==> src/periph_pkg.sv <==
/*
 * Shared constants for the XT peripheral block. Holds the address map,
 * the I/O address union, PPI port offsets, port B bit positions and
 * the PS/2 frame constants.
 */
`default_nettype none

package periph_pkg;

    // Bus widths
    localparam int ADDR_W = 20;
    localparam int DATA_W = 8;

    // Low I/O space is cut into eight 32-byte groups
    localparam int GROUP_COUNT = 8;

    localparam int GROUP_DMA  = 0;
    localparam int GROUP_PIC  = 1;
    localparam int GROUP_PIT  = 2;
    localparam int GROUP_PPI  = 3;
    localparam int GROUP_PAGE = 4;

    // One I/O address seen flat or split into decode fields
    typedef union packed {
        logic [ADDR_W-1:0] raw;
        struct packed {
            logic [9:0] high;    // Zero for decoded I/O
            logic [1:0] page;    // Zero for decoded I/O
            logic [2:0] group;
            logic [4:0] offset;
        } fields;
    } io_addr_u;

    // PPI offsets, only the low two bits are decoded
    localparam logic [1:0] PPI_OFS_PORT_A = 2'd0;
    localparam logic [1:0] PPI_OFS_PORT_B = 2'd1;
    localparam logic [1:0] PPI_OFS_PORT_C = 2'd2;
    localparam logic [1:0] PPI_OFS_CTRL   = 2'd3;

    // Port B control bits
    localparam int PORTB_TIMER_GATE   = 0;
    localparam int PORTB_SPEAKER_DATA = 1;
    localparam int PORTB_KBD_CLK_EN_N = 6;
    localparam int PORTB_KBD_CLEAR    = 7;

    // Start, eight data bits, odd parity, stop
    localparam int PS2_FRAME_BITS = 11;

    // Longest gap between device clock falls before a partial frame is dropped
    localparam int PS2_TIMEOUT_CYCLES = 1000;

endpackage

`default_nettype wire
==> src/peripherals.sv <==
/*
 * Peripheral block top. Connects the I/O decoder, PS/2 receiver
 * and PPI ports, and drives the CPU read bus.
 */
`default_nettype none

module peripherals (
    input  wire logic                          clock,
    input  wire logic                          reset,
    // CPU bus
    input  wire logic [periph_pkg::ADDR_W-1:0] address_i,
    input  wire logic [periph_pkg::DATA_W-1:0] data_i,
    input  wire logic                          io_read_n_i,
    input  wire logic                          io_write_n_i,
    input  wire logic                          address_enable_n_i,
    input  wire logic                          interrupt_acknowledge_n_i,
    output logic      [periph_pkg::DATA_W-1:0] data_o,
    output logic                               data_from_chipset_o,
    output logic                               interrupt_o,
    // Keyboard and ports
    input  wire logic                          ps2_clock_i,
    input  wire logic                          ps2_data_i,
    input  wire logic [periph_pkg::DATA_W-1:0] port_c_i,
    output logic                               ps2_busy_o,
    output logic      [periph_pkg::DATA_W-1:0] port_b_o,
    // Selects for outside chips
    output logic                               dma_chip_select_n_o,
    output logic                               pic_chip_select_n_o,
    output logic                               pit_chip_select_n_o,
    output logic                               dma_page_chip_select_n_o
);

    periph_pkg::io_addr_u io_address;

    logic [periph_pkg::GROUP_COUNT-1:0] chip_select_n;
    logic                               ppi_chip_select_n;
    logic [periph_pkg::DATA_W-1:0]      keycode;
    logic                               kbd_irq;
    logic [periph_pkg::DATA_W-1:0]      ppi_read_data;

    // Interrupt acknowledge has no consumer without the PIC

    assign io_address.raw = address_i;

    io_decode io_decode_i (
        .address_i          (io_address),
        .address_enable_n_i (address_enable_n_i),
        .chip_select_n_o    (chip_select_n)
    );

    assign dma_chip_select_n_o      = chip_select_n[periph_pkg::GROUP_DMA];
    assign pic_chip_select_n_o      = chip_select_n[periph_pkg::GROUP_PIC];
    assign pit_chip_select_n_o      = chip_select_n[periph_pkg::GROUP_PIT];
    assign dma_page_chip_select_n_o = chip_select_n[periph_pkg::GROUP_PAGE];
    assign ppi_chip_select_n        = chip_select_n[periph_pkg::GROUP_PPI];

    ps2_receiver ps2_receiver_i (
        .clock       (clock),
        .reset       (reset),
        .ps2_clock_i (ps2_clock_i),
        .ps2_data_i  (ps2_data_i),
        .clear_i     (port_b_o[periph_pkg::PORTB_KBD_CLEAR]),
        .keycode_o   (keycode),
        .irq_o       (kbd_irq)
    );

    ppi_ports ppi_ports_i (
        .clock           (clock),
        .reset           (reset),
        .chip_select_n_i (ppi_chip_select_n),
        .io_write_n_i    (io_write_n_i),
        .offset_i        (io_address.fields.offset[1:0]),
        .data_i          (data_i),
        .port_a_i        (keycode),
        .port_c_i        (port_c_i),
        .read_data_o     (ppi_read_data),
        .port_b_o        (port_b_o)
    );

    assign interrupt_o = kbd_irq;
    assign ps2_busy_o  = kbd_irq | ~port_b_o[periph_pkg::PORTB_KBD_CLK_EN_N];

    // Read bus, PPI is the only chipset source left
    always_comb begin
        if (~ppi_chip_select_n && ~io_read_n_i) begin
            data_from_chipset_o = 1'b1;
            data_o              = ppi_read_data;
        end else begin
            data_from_chipset_o = 1'b0;
            data_o              = '0;
        end
    end

endmodule

`default_nettype wire

==> src/ppi_ports.sv <==
/*
 * PPI-style port block. Port A reads the keycode, port B is a
 * read/write control register, port C reads external inputs and
 * the control word location reads zero.
 */
`default_nettype none

module ppi_ports (
    input  wire logic                          clock,
    input  wire logic                          reset,
    input  wire logic                          chip_select_n_i,
    input  wire logic                          io_write_n_i,
    input  wire logic      [1:0]               offset_i,
    input  wire logic      [periph_pkg::DATA_W-1:0] data_i,
    input  wire logic      [periph_pkg::DATA_W-1:0] port_a_i,
    input  wire logic      [periph_pkg::DATA_W-1:0] port_c_i,
    output logic           [periph_pkg::DATA_W-1:0] read_data_o,
    output logic           [periph_pkg::DATA_W-1:0] port_b_o
);

    logic write_port_b;

    // Held strobe just rewrites the same value
    assign write_port_b = ~chip_select_n_i
                        & ~io_write_n_i
                        & (offset_i == periph_pkg::PPI_OFS_PORT_B);

    always_ff @(posedge clock) begin
        if (reset) begin
            port_b_o <= '0;
        end else if (write_port_b) begin
            port_b_o <= data_i;
        end
    end

    // Directions are fixed, control word is a dead location
    always_comb begin
        case (offset_i)
            periph_pkg::PPI_OFS_PORT_A: read_data_o = port_a_i;
            periph_pkg::PPI_OFS_PORT_B: read_data_o = port_b_o;
            periph_pkg::PPI_OFS_PORT_C: read_data_o = port_c_i;
            periph_pkg::PPI_OFS_CTRL:   read_data_o = '0;
            default:                    read_data_o = '0;
        endcase
    end

    // Any write cycle into the group must carry defined data
    a_write_data_known: assert property (
        @(posedge clock) disable iff (reset)
        (~chip_select_n_i & ~io_write_n_i) |-> ~$isunknown(data_i)
    ) else $error("PPI write with unknown data");

endmodule

`default_nettype wire

==> src/ps2_receiver.sv <==
/*
 * PS/2 keyboard receiver. Synchronizes the device lines, shifts in
 * eleven-bit frames, checks start, odd parity and stop, and holds
 * the keycode and interrupt until cleared.
 */
`default_nettype none

module ps2_receiver (
    input  wire logic                         clock,
    input  wire logic                         reset,
    input  wire logic                         ps2_clock_i,
    input  wire logic                         ps2_data_i,
    input  wire logic                         clear_i,
    output logic      [periph_pkg::DATA_W-1:0] keycode_o,
    output logic                              irq_o
);

    logic ps2_clock_meta;
    logic ps2_clock_sync;
    logic ps2_clock_prev;
    logic ps2_data_meta;
    logic ps2_data_sync;
    logic ps2_fall;

    logic [$clog2(periph_pkg::PS2_FRAME_BITS)-1:0]     bit_count;
    logic [$clog2(periph_pkg::PS2_TIMEOUT_CYCLES)-1:0] idle_count;
    logic [periph_pkg::PS2_FRAME_BITS-2:0]             shift;

    logic frame_end;
    logic frame_ok;
    logic timed_out;

    // Two-stage synchronizer on both lines, plus an edge history flop
    always_ff @(posedge clock) begin
        if (reset) begin
            ps2_clock_meta <= 1'b1;
            ps2_clock_sync <= 1'b1;
            ps2_clock_prev <= 1'b1;
            ps2_data_meta  <= 1'b1;
            ps2_data_sync  <= 1'b1;
        end else begin
            ps2_clock_meta <= ps2_clock_i;
            ps2_clock_sync <= ps2_clock_meta;
            ps2_clock_prev <= ps2_clock_sync;
            ps2_data_meta  <= ps2_data_i;
            ps2_data_sync  <= ps2_data_meta;
        end
    end

    assign ps2_fall = ps2_clock_prev & ~ps2_clock_sync;

    // Stop bit arrives live with the last fall
    assign frame_end = ps2_fall
                     & (bit_count == $bits(bit_count)'(periph_pkg::PS2_FRAME_BITS - 1));
    assign frame_ok  = frame_end & ~shift[0] & ps2_data_sync & (^shift[9:1]);

    assign timed_out = (bit_count != '0)
                     & (idle_count == $bits(idle_count)'(periph_pkg::PS2_TIMEOUT_CYCLES - 1));

    // Bits come LSB first, start bit ends up in shift[0]
    always_ff @(posedge clock) begin
        if (ps2_fall) begin
            shift <= {ps2_data_sync, shift[periph_pkg::PS2_FRAME_BITS-2:1]};
        end
    end

    always_ff @(posedge clock) begin
        if (reset || clear_i) begin
            bit_count  <= '0;
            idle_count <= '0;
            keycode_o  <= '0;
            irq_o      <= 1'b0;
        end else begin
            if (ps2_fall) begin
                idle_count <= '0;
                if (frame_end) begin
                    bit_count <= '0;
                end else begin
                    bit_count <= bit_count + 1'b1;
                end
            end else if (timed_out) begin
                // Partial frame dropped
                bit_count  <= '0;
                idle_count <= '0;
            end else if (bit_count != '0) begin
                idle_count <= idle_count + 1'b1;
            end

            if (frame_ok) begin
                keycode_o <= shift[8:1];
                irq_o     <= 1'b1;
            end
        end
    end

    // Clear from port B drops the interrupt by the next cycle
    a_clear_drops_irq: assert property (
        @(posedge clock) disable iff (reset)
        clear_i |=> ~irq_o
    ) else $error("Keyboard interrupt still high after clear");

    // A pending keycode only moves when another good frame lands
    a_keycode_held: assert property (
        @(posedge clock) disable iff (reset)
        (irq_o & ~clear_i & ~frame_ok) |=> $stable(keycode_o)
    ) else $error("Keycode changed while interrupt pending");

endmodule

`default_nettype wire

==> src/io_decode.sv <==
/*
 * I/O address decoder. Splits the low I/O space into eight groups
 * and drives one active-low select per group.
 */
`default_nettype none

module io_decode (
    input  periph_pkg::io_addr_u               address_i,
    input  wire logic                          address_enable_n_i,
    output logic [periph_pkg::GROUP_COUNT-1:0] chip_select_n_o
);

    logic io_space;

    // Only the first 1 KB of I/O space with page bits clear is decoded
    assign io_space = ~address_enable_n_i
                    & (address_i.fields.high == '0)
                    & (address_i.fields.page == '0);

    always_comb begin
        chip_select_n_o = '1;
        if (io_space) begin
            chip_select_n_o[address_i.fields.group] = 1'b0;
        end
    end

endmodule

`default_nettype wire

==> config.mk <==
export PLATFORM = sky130hd
export DESIGN_NAME = peripherals
export DESIGN_NICKNAME = d
export VERILOG_FILES = /design/src/periph_pkg.sv /design/src/peripherals.sv /design/src/ppi_ports.sv /design/src/ps2_receiver.sv /design/src/io_decode.sv
export SDC_FILE = /design/constraint.sdc
export NUM_CORES = 1
export LEC_CHECK = 0
export ABC_AREA = 1
export BUFFER_PORTS_ARGS = -buffer_cell sky130_fd_sc_hd__buf_2
export CAP_MARGIN = 15
export CORE_UTILIZATION = 57
export CTS_BUF_LIST = sky130_fd_sc_hd__clkbuf_4
export DETAILED_ROUTE_END_ITERATION = 8
export PLACE_DENSITY = 0.9
export SYNTH_ARGS = -nofsm -noshare
export SYNTH_HDL_FRONTEND = slang
export SYNTH_SLANG_ARGS = --single-unit
==> constraint.sdc <==
create_clock -name clock -period 4.2 [get_ports clock]
set_input_delay 0.84 -clock clock [delete_from_list [all_inputs] [get_ports clock]]
set_output_delay 0.84 -clock clock [all_outputs]
set_load 0.1 [all_outputs]
# Yosys cells after proc, flatten, opt, wreduce, memory -nomap -nowiden
# Cells that the tools add are included.
# totals
reg_bits	46
input_bits	44
out_inout_bits	23
elab_cells	58
# classes
addsub	2
n_lt_le_gt_ge	2
eq_ne	5
muxes	9
bitwise_logic	19
n_reduce_logical	10
# op_table
cell	count
8-bit case mux with 4 select lines	1
4-bit two-way mux	3
10-bit by 1-bit adder with 10-bit output (second input constant)	1
1-bit bitwise AND	10
10-bit equality test (second input constant)	1
10-bit zero test	1
9-bit parity	1
8-bit two-way mux	1
1-bit NOT	7
5-bit two-way mux	1
5-bit NOT	1
4-bit by 1-bit adder with 4-bit output (second input constant)	1
2-bit equality test (second input constant)	2
4-bit equality test (second input constant)	1
2-bit zero test	2
3-bit by 4-bit less-than comparator with 1-bit output (second input constant)	1
4-bit nonzero test	1
1-bit demux with 3-bit select	1
3-bit by 1-bit greater-or-equal comparator with 1-bit output (second input constant)	1
3-bit OR reduction	1
2-bit by 1-bit equality test with 1-bit output (second input constant)	1
1-bit logical AND	2
1-bit two-way mux	2
2-bit nonzero test	1
2 further kinds	2

# Logic depth before layout (Yosys ltp)
# Gate-level depths: netlist (run 1).
# logic_depth
depth_word	9
mapped_depth	13
ltp_nobuf	13

# By module
# From an unflattened synthesis (run 1), not the netlist that was laid out.
# unflattened
cells_unflattened	358
hier_area_um2	2658.8
# by_module_without_submodules
mod	instances	cells_each	area_each_um2
ps2_receiver	1	215	1851.8
ppi_ports	1	90	534.3
io_decode	1	31	162.7
peripherals	1	22	110.1

# Worst setup path before layout (run 1)
# OpenSTA, ideal clock, no wires.
# synth_path
path_kind	input-to-output
start	input address_i[19] (netlist bit)
end	output data_o[0] (netlist bit)
arrival_time_ns	3.806
t_required_ns	3.360
setup_slack_ns	-0.446
path_stages	8
path_buffers	0
cell_sequence	or2_1 -> nor3_2 -> nand3_2 -> nor2_4 -> nand2_1 -> nor2_2 -> inv_2 -> nor2_1
# synth_between
elab_chain_len	7
# synth_rtl
item	line_no	text
start, declared	peripherals.sv:11	input wire logic [periph_pkg::ADDR_W-1:0] address_i,
10-bit zero test	io_decode.sv:17	& (address_i.fields.high == '0)
1-bit bitwise AND	io_decode.sv:17	
1-bit bitwise AND	io_decode.sv:18	& (address_i.fields.page == '0);
5-bit two-way mux	io_decode.sv:22	if (io_space) begin
1-bit NOT	peripherals.sv:85	if (~ppi_chip_select_n && ~io_read_n_i) begin
1-bit logical AND	peripherals.sv:85	
8-bit two-way mux	peripherals.sv:85	
end, declared	peripherals.sv:17	output logic [periph_pkg::DATA_W-1:0] data_o,
# Every way passes these cells.

# Final worst setup path (run 1)
# layout_path
start	input address_i[19] (netlist bit)
end	output data_o[1] (netlist bit)
# Same word-level chain as after synthesis.

==> results of run 1 <==
==> path summary, 6_finish.rpt <==
kind	startpoint	end	slack [ps]	cells after the start
setup / recovery	address_i[19]	data_o[1]	990	10
hold / removal	ps2_receiver_i.ps2_data_meta	ps2_receiver_i.ps2_data_sync	430	1
setup reg to reg	ps2_receiver_i.ps2_clock_sync	ps2_receiver_i.keycode_o[2]	2160	9
hold reg to reg	ps2_receiver_i.ps2_data_meta	ps2_receiver_i.ps2_data_sync	430	1
==> cell usage in the layout (no fill, tap or decap), types with 2 or more instances in the layout <==
cell,Yosys,layout
or2_2,4,4
o21ai_0,7,7
nand3_1,19,19
edfxtp_1,10,10
buf_2,3,62
inv_1,42,42
nand2_1,65,65
nor3_1,5,5
a21oi_1,19,19
xor2_1,7,7
ha_1,4,4
o22ai_1,4,4
nor2_1,51,51
nand2_2,2,2
inv_2,2,2
nand4_1,3,3
dfxtp_1,36,36
nand3_4,2,2
clkbuf_4,0,5
nor3_2,2,2
nand3b_1,2,2
a31oi_1,3,3
==> metal layers <==
layer | track usage [%] | wire length [µm] | vias up
met1 | 25.9 | 2020 | 965
met3 | 4.86 | 212 | 5
li1 | - | - | 1097
met2 | 44.8 | 2510 | 51
met4 | 8.70 | 50 | 0
met5 | 0 | 0 | -
==> logic make-up after synthesis <==
family / Yosys count / share of synthesized area [%]
buf+inv: 51 / 9.15
fa+ha+maj: 4 / 2.18
compound gates: 33 / 7.57
simple gates: 164 / 33.6
flops: 46 / 44.5
xor+xnor: 8 / 3.05
==> sequential cells by signal, indices dropped and copies added (netlist names) <==
signal and cells:
ps2_receiver_i.bit_count 4, ps2_receiver_i.irq_o 1, ps2_receiver_i.keycode_o 8, ps2_receiver_i.ps2_clock_sync 1, ps2_receiver_i.shift 10, ps2_receiver_i.ps2_data_meta 1, ps2_receiver_i.idle_count 10, ps2_receiver_i.ps2_clock_meta 1
ps2_receiver_i.ps2_clock_prev 1, ps2_receiver_i.ps2_data_sync 1, ppi_ports_i.port_b_o 8
==> through the flow <==
stage	instances	setup TNS [ps]
finish	418	0
global route	418	0
CTS	418	0
detailed placement	410	0
global placement	410	0
floorplan	306	-3570
==> critical path, delay by kind of cell <==
kind / cells / cell delay [ps]
AND/OR/NAND/NOR: 7 / 920
buffers and inverters: 3 / 610
==> power by group through the flow <==
stage	sequential [mW]	combinational [mW]	clock, mW
detailed placement	0.471	0.0599	0
finish	0.462	0.0600	0.220
floorplan	0.470	0.0349	0
CTS	0.462	0.0601	0.225
global route	0.462	0.0678	0.244
global placement	0.471	0.0577	0
==> cell type report <==
cell class	count	area (µm²)	share of cell area, %
multi-input combinational	209	1060	39.6
sequential	46	1020	38.0
timing repair buffer	62	310	11.6
inverter	45	169	6.29
tap	48	60.1	2.24
clock buffer	5	37.5	1.40
clock inverter	3	23.8	0.885
==> flow_metrics.py, run 1 <==
metrics = {
    "power": {
        "vdd_ir_drop_max_uv": 251,
        "internal-power_mw": 0.551,
        "power_frac_seq_pct": 62.3,
        "p_sw_mw": 0.190,
        "clkPwrFrac_pct": 29.6,
        "power_mw": 0.741,
        "powerDensity_nw_per_um2": 276,
        "swShare_pct": 25.6,
        "combPwrFrac_pct": 8.1,
        "power_leakage_nw": 1.27,
    },
    "worst_setup_path": {
        "cp-end-kind": "output port",
        "cp_data_arrival_time_ps": 2370,
        "cp_slowest_stage_delay_ps": 430,
        "crit_chain": "buf_2 -> or2_1 -> nor3_2 -> nand3_2 -> nor2_4 -> nand2_1 -> nor2_2 -> inv_2 -> nor2_1 -> buf_2",
        "slowest_stage": "buf_2",
        "crit_type": "primary input to output port",
        "critPathMostFrequentCell": "buf_2",
        "crit_required_ps": 3360,
        "crit_fanout": 8,
        "startpoint_type": "primary input",
    },
    "synthesis": {
        "syn_inst": 306,
        "yosys.area.top_type": "dfxtp_1",
        "synthFlopType": "dfxtp_1",
        "ys_top_cells_by_count": "65 x nand2_1, 51 x nor2_1, 42 x inv_1",
        "async_flop_share_pct": 0,
        "syn_nets": 354,
        "yosys_warnings": 0,
        "synth_area_um2": 2300,
        "synth_top_cell_area_share_pct": 31.4,
        "avgSynthCellArea_um2": 7.50,
        "synth_seq_cells": 46,
        "synth_edf_count": 10,
        "synth_area_leaders": "dfxtp_1 31%, edfxtp_1 13%, nand2_1 11%, nor2_1 8.3%, inv_1 6.9%",
        "yosysSeqAreaShare_pct": 44.5,
        "yosysUniqueCellTypes": 34,
        "synth.most_common_cell": "nand2_1",
    },
    "cts": {
        "htree_levels": 2,
        "cts.sink_count": 46,
        "cts.clk_slew.worst_paths_ps": 150,
        "cts-root-buf": "clkbuf_4",
        "cts.path.max_buffers": 2,
        "post-cts-setup-buffers": 0,
        "postCtsResizedCells": 0,
        "numCtsBuffers": 5,
        "cts_hold_buf": 0,
        "insertion_delay_ps": 360,
        "cts_tree": "done",
    },
    "route": {
        "vias": 2118,
        "viasPerCell": 5.07,
        "ant_nets": 0,
        "drt_first_pass_iters": 4,
        "drc_errors": 0,
        "wirelength_um": 4790,
        "routedWlPerCell_um": 11.5,
        "drt_iter0_markers": 77,
    },
    "sta": {
        "slew_viol_final": 0,
        "hold-worst-slack_ps": 426,
        "fmax_mhz": 311,
        "setup_slack_ps": 985,
        "grt_setup_unrepaired": "false",
        "layout_min_cycle_time_ps": 3210,
        "clock_skew_ps": 10.7,
        "fin_crit_sh_pct": 76.5,
        "relSlewSlack_pct": 55.4,
        "setup_viol": 0,
        "worstMarginPinSlew_ps": 667,
        "finalHoldViolations": 0,
    },
    "placement": {
        "numPortBuffers": 62,
        "place_area_um2": 2630,
        "place_hpwl_um": 3730,
        "preCtsSetupSlack_ps": 986,
        "place.gp.congestion": 0.817,
    },
    "finish": {
        "diodes": 0,
        "final_net_count": 417,
        "final_util_pct": 71.2,
        "fillCellCount": 304,
        "area_delta_synth_final_pct": 17.0,
        "drive_gt1_share_pct": 23.5,
        "design_area_um2": 2690,
    },
    "outcome": {
        "outcome": "finished clean",
    },
    "floorplanning": {
        "dieArea_um2": 4290,
        "dieWidth_um": 65.5,
        "start_util_pct": 60.9,
        "ioPinCount": 67,
        "rows": 22,
        "die_h_um": 65.5,
        "core_um2": 3770,
    },
    "global_routing": {
        "grt_pass1_wl_um": 7810,
        "grt_start_max_net_pins": 17,
        "grt_pass1_vias": 1958,
        "track_usage_pct": 23.8,
        "antenna_found_initial": 0,
        "grt_overflow_total": 0,
    },
    "worst_hold_path": {
        "hold_path_class": "register to register",
    },
    "flow_run": {
        "drv_cap": 0,
    },
}
(Power assumes the default switching activity.)
==> run 2: changes to the inputs <==
CORE_UTILIZATION = 53   (was 57)
PLACE_DENSITY = 0.84   (was 0.9)
clock period = 3.2 ns   (was 4.2 ns; I/O delays follow)
==> flow_metrics.py, run 2 (synthesized netlist as in run 1, its figures left out) <==
metrics = {
    "cts": {
        "cts_tree": "done",
        "post-cts-setup-buffers": 0,
        "cts.clk_slew.worst_paths_ps": 120,
        "insertion_delay_ps": 350,
        "postCtsResizedCells": 0,
        "htree_levels": 2,
        "cts_hold_buf": 0,
        "numCtsBuffers": 5,
        "cts.sink_count": 46,
        "cts-root-buf": "clkbuf_4",
        "cts.path.max_buffers": 2,
    },
    "global_routing": {
        "grt_pass1_vias": 1807,
        "grt_start_max_net_pins": 17,
        "grt_overflow_total": 0,
        "grt_pass1_wl_um": 7440,
        "antenna_found_initial": 0,
        "track_usage_pct": 21.7,
    },
    "finish": {
        "fillCellCount": 353,
        "final_common_cell": "nand2_1",
        "regArea_um2": 1020,
        "multi_input_area_um2": 1130,
        "design_area_um2": 2770,
        "final-instance-count-excl-fill": 421,
        "diodes": 0,
        "final_net_count": 418,
        "final_cell_mix": "64 x nand2_1, 62 x buf_2, 43 x nor2_1",
        "area_delta_synth_final_pct": 20.5,
        "drive_gt1_share_pct": 26.1,
        "top_regs": "ps2_receiver_i.idle_count (10), ps2_receiver_i.shift (10)",
    },
    "route": {
        "routedWlPerCell_um": 11.3,
        "drc_errors": 0,
        "drt_first_pass_iters": 4,
        "viasPerCell": 5.07,
        "vias": 2136,
        "ant_nets": 0,
        "drt_iter0_markers": 78,
        "wirelength_um": 4750,
    },
    "worst_setup_path": {
        "crit_required_ps": 2560,
        "r2r_slack_ps": 1240,
        "startpoint_type": "primary input",
        "crit_type": "primary input to output port",
        "cp_data_arrival_time_ps": 2220,
        "crit_fanout": 8,
        "cp-end-kind": "output port",
    },
    "power": {
        "p_sw_mw": 0.224,
        "swShare_pct": 23.1,
        "combPwrFrac_pct": 8.5,
        "clkPwrFrac_pct": 29.1,
        "vdd_ir_drop_max_uv": 334,
        "power_mw": 0.970,
        "powerDensity_nw_per_um2": 351,
        "internal-power_mw": 0.747,
        "power_frac_seq_pct": 62.4,
        "power_leakage_nw": 1.28,
    },
    "sta": {
        "grt_setup_unrepaired": "false",
        "relSlewSlack_pct": 61.8,
        "fmax_mhz": 350,
        "slew_viol_final": 0,
        "fin_crit_sh_pct": 89.3,
        "finalHoldViolations": 0,
        "setup_viol": 0,
        "worstMarginPinSlew_ps": 572,
        "layout_min_cycle_time_ps": 2860,
        "hold-worst-slack_ps": 425,
        "clock_skew_ps": 6.62,
    },
    "floorplanning": {
        "core_um2": 4090,
        "rows": 23,
        "die_h_um": 67.8,
        "ioPinCount": 67,
        "dieArea_um2": 4600,
        "start_util_pct": 56.2,
        "dieWidth_um": 67.8,
    },
    "flow_run": {
        "drv_cap": 0,
    },
    "placement": {
        "place_hpwl_um": 3730,
        "numPortBuffers": 62,
        "place_area_um2": 2710,
        "place.gp.congestion": 0.778,
        "dp_cells": 413,
    },
    "worst_hold_path": {
        "hold_path_class": "register to register",
    },
    "outcome": {
        "outcome": "finished clean",
    },
}
run 2: cell types whose count changed in the layout (fill, tap and decap cells not counted), sizes merged:
| cell | previous run | this run |
|---|---|---|
| inv | 46 | 44 |
| buf | 62 | 63 |
| clkinv | 2 | 1 |
| clkbuf | 5 | 8 |
run 2: critical path: stages:
cell and delay, ps:
buf_2 90, or2_1 230, nor3_2 120, nand3_2 110
nor2_4 170, nand2_2 80, nor2_4 160, inv_6 100
nor2_4 100, buf_2 420
run 2: power groups by stage:
| stage | sequential (mW) | combinational [mW] | clock (mW) |
|---|---|---|---|
| finish | 0.605 | 0.0827 | 0.282 |
| global route | 0.607 | 0.0934 | 0.312 |
| CTS | 0.605 | 0.0829 | 0.291 |
| detailed placement | 0.618 | 0.0827 | 0 |
| global placement | 0.618 | 0.0800 | 0 |
| floorplan | 0.617 | 0.0481 | 0 |
run 2: per-stage QoR:
step	util [%]	TNS (ps)	worst slack (ps)
6_report	67.7	0	344
5_1_grt	67.7	0	174
4_1_cts	67.7	0	322
3_5_place_dp	66.3	0	324
3_3_place_gp	66.3	0	344
2_1_floorplan	-	-68.0	-27.6
run 2: layout make-up:
| type | count | share of cell area, % |
|---|---|---|
| Tap cell | 50 | 2.26 |
| Timing Repair Buffer | 63 | 11.5 |
| Clock buffer | 8 | 2.17 |
| Multi-Input combinational cell | 209 | 40.9 |
| Sequential cell | 46 | 36.9 |
| Inverter | 45 | 6.28 |
run 2: worst paths after layout:
path	from	depth (start not counted)	endpoint
worst max-delay path	address_i[19]	10	data_o[0]
worst min-delay path	ps2_receiver_i.ps2_clock_meta	1	ps2_receiver_i.ps2_clock_sync
worst max register to register	ps2_receiver_i.ps2_clock_sync	8	ps2_receiver_i.keycode_o[2]
worst min register to register	ps2_receiver_i.ps2_clock_meta	1	ps2_receiver_i.ps2_clock_sync
run 2: metal layers:
| metal | track usage, % | share of wire (%) | vias to the layer above |
|---|---|---|---|
| met1 | 26.0 | 46 | 973 |
| met5 | 0 | 0 | - |
| met2 | 37.4 | 48 | 53 |
| met4 | 8.85 | 1.3 | 0 |
| li1 | - | - | 1102 |
| met3 | 4.83 | 5.1 | 8 |
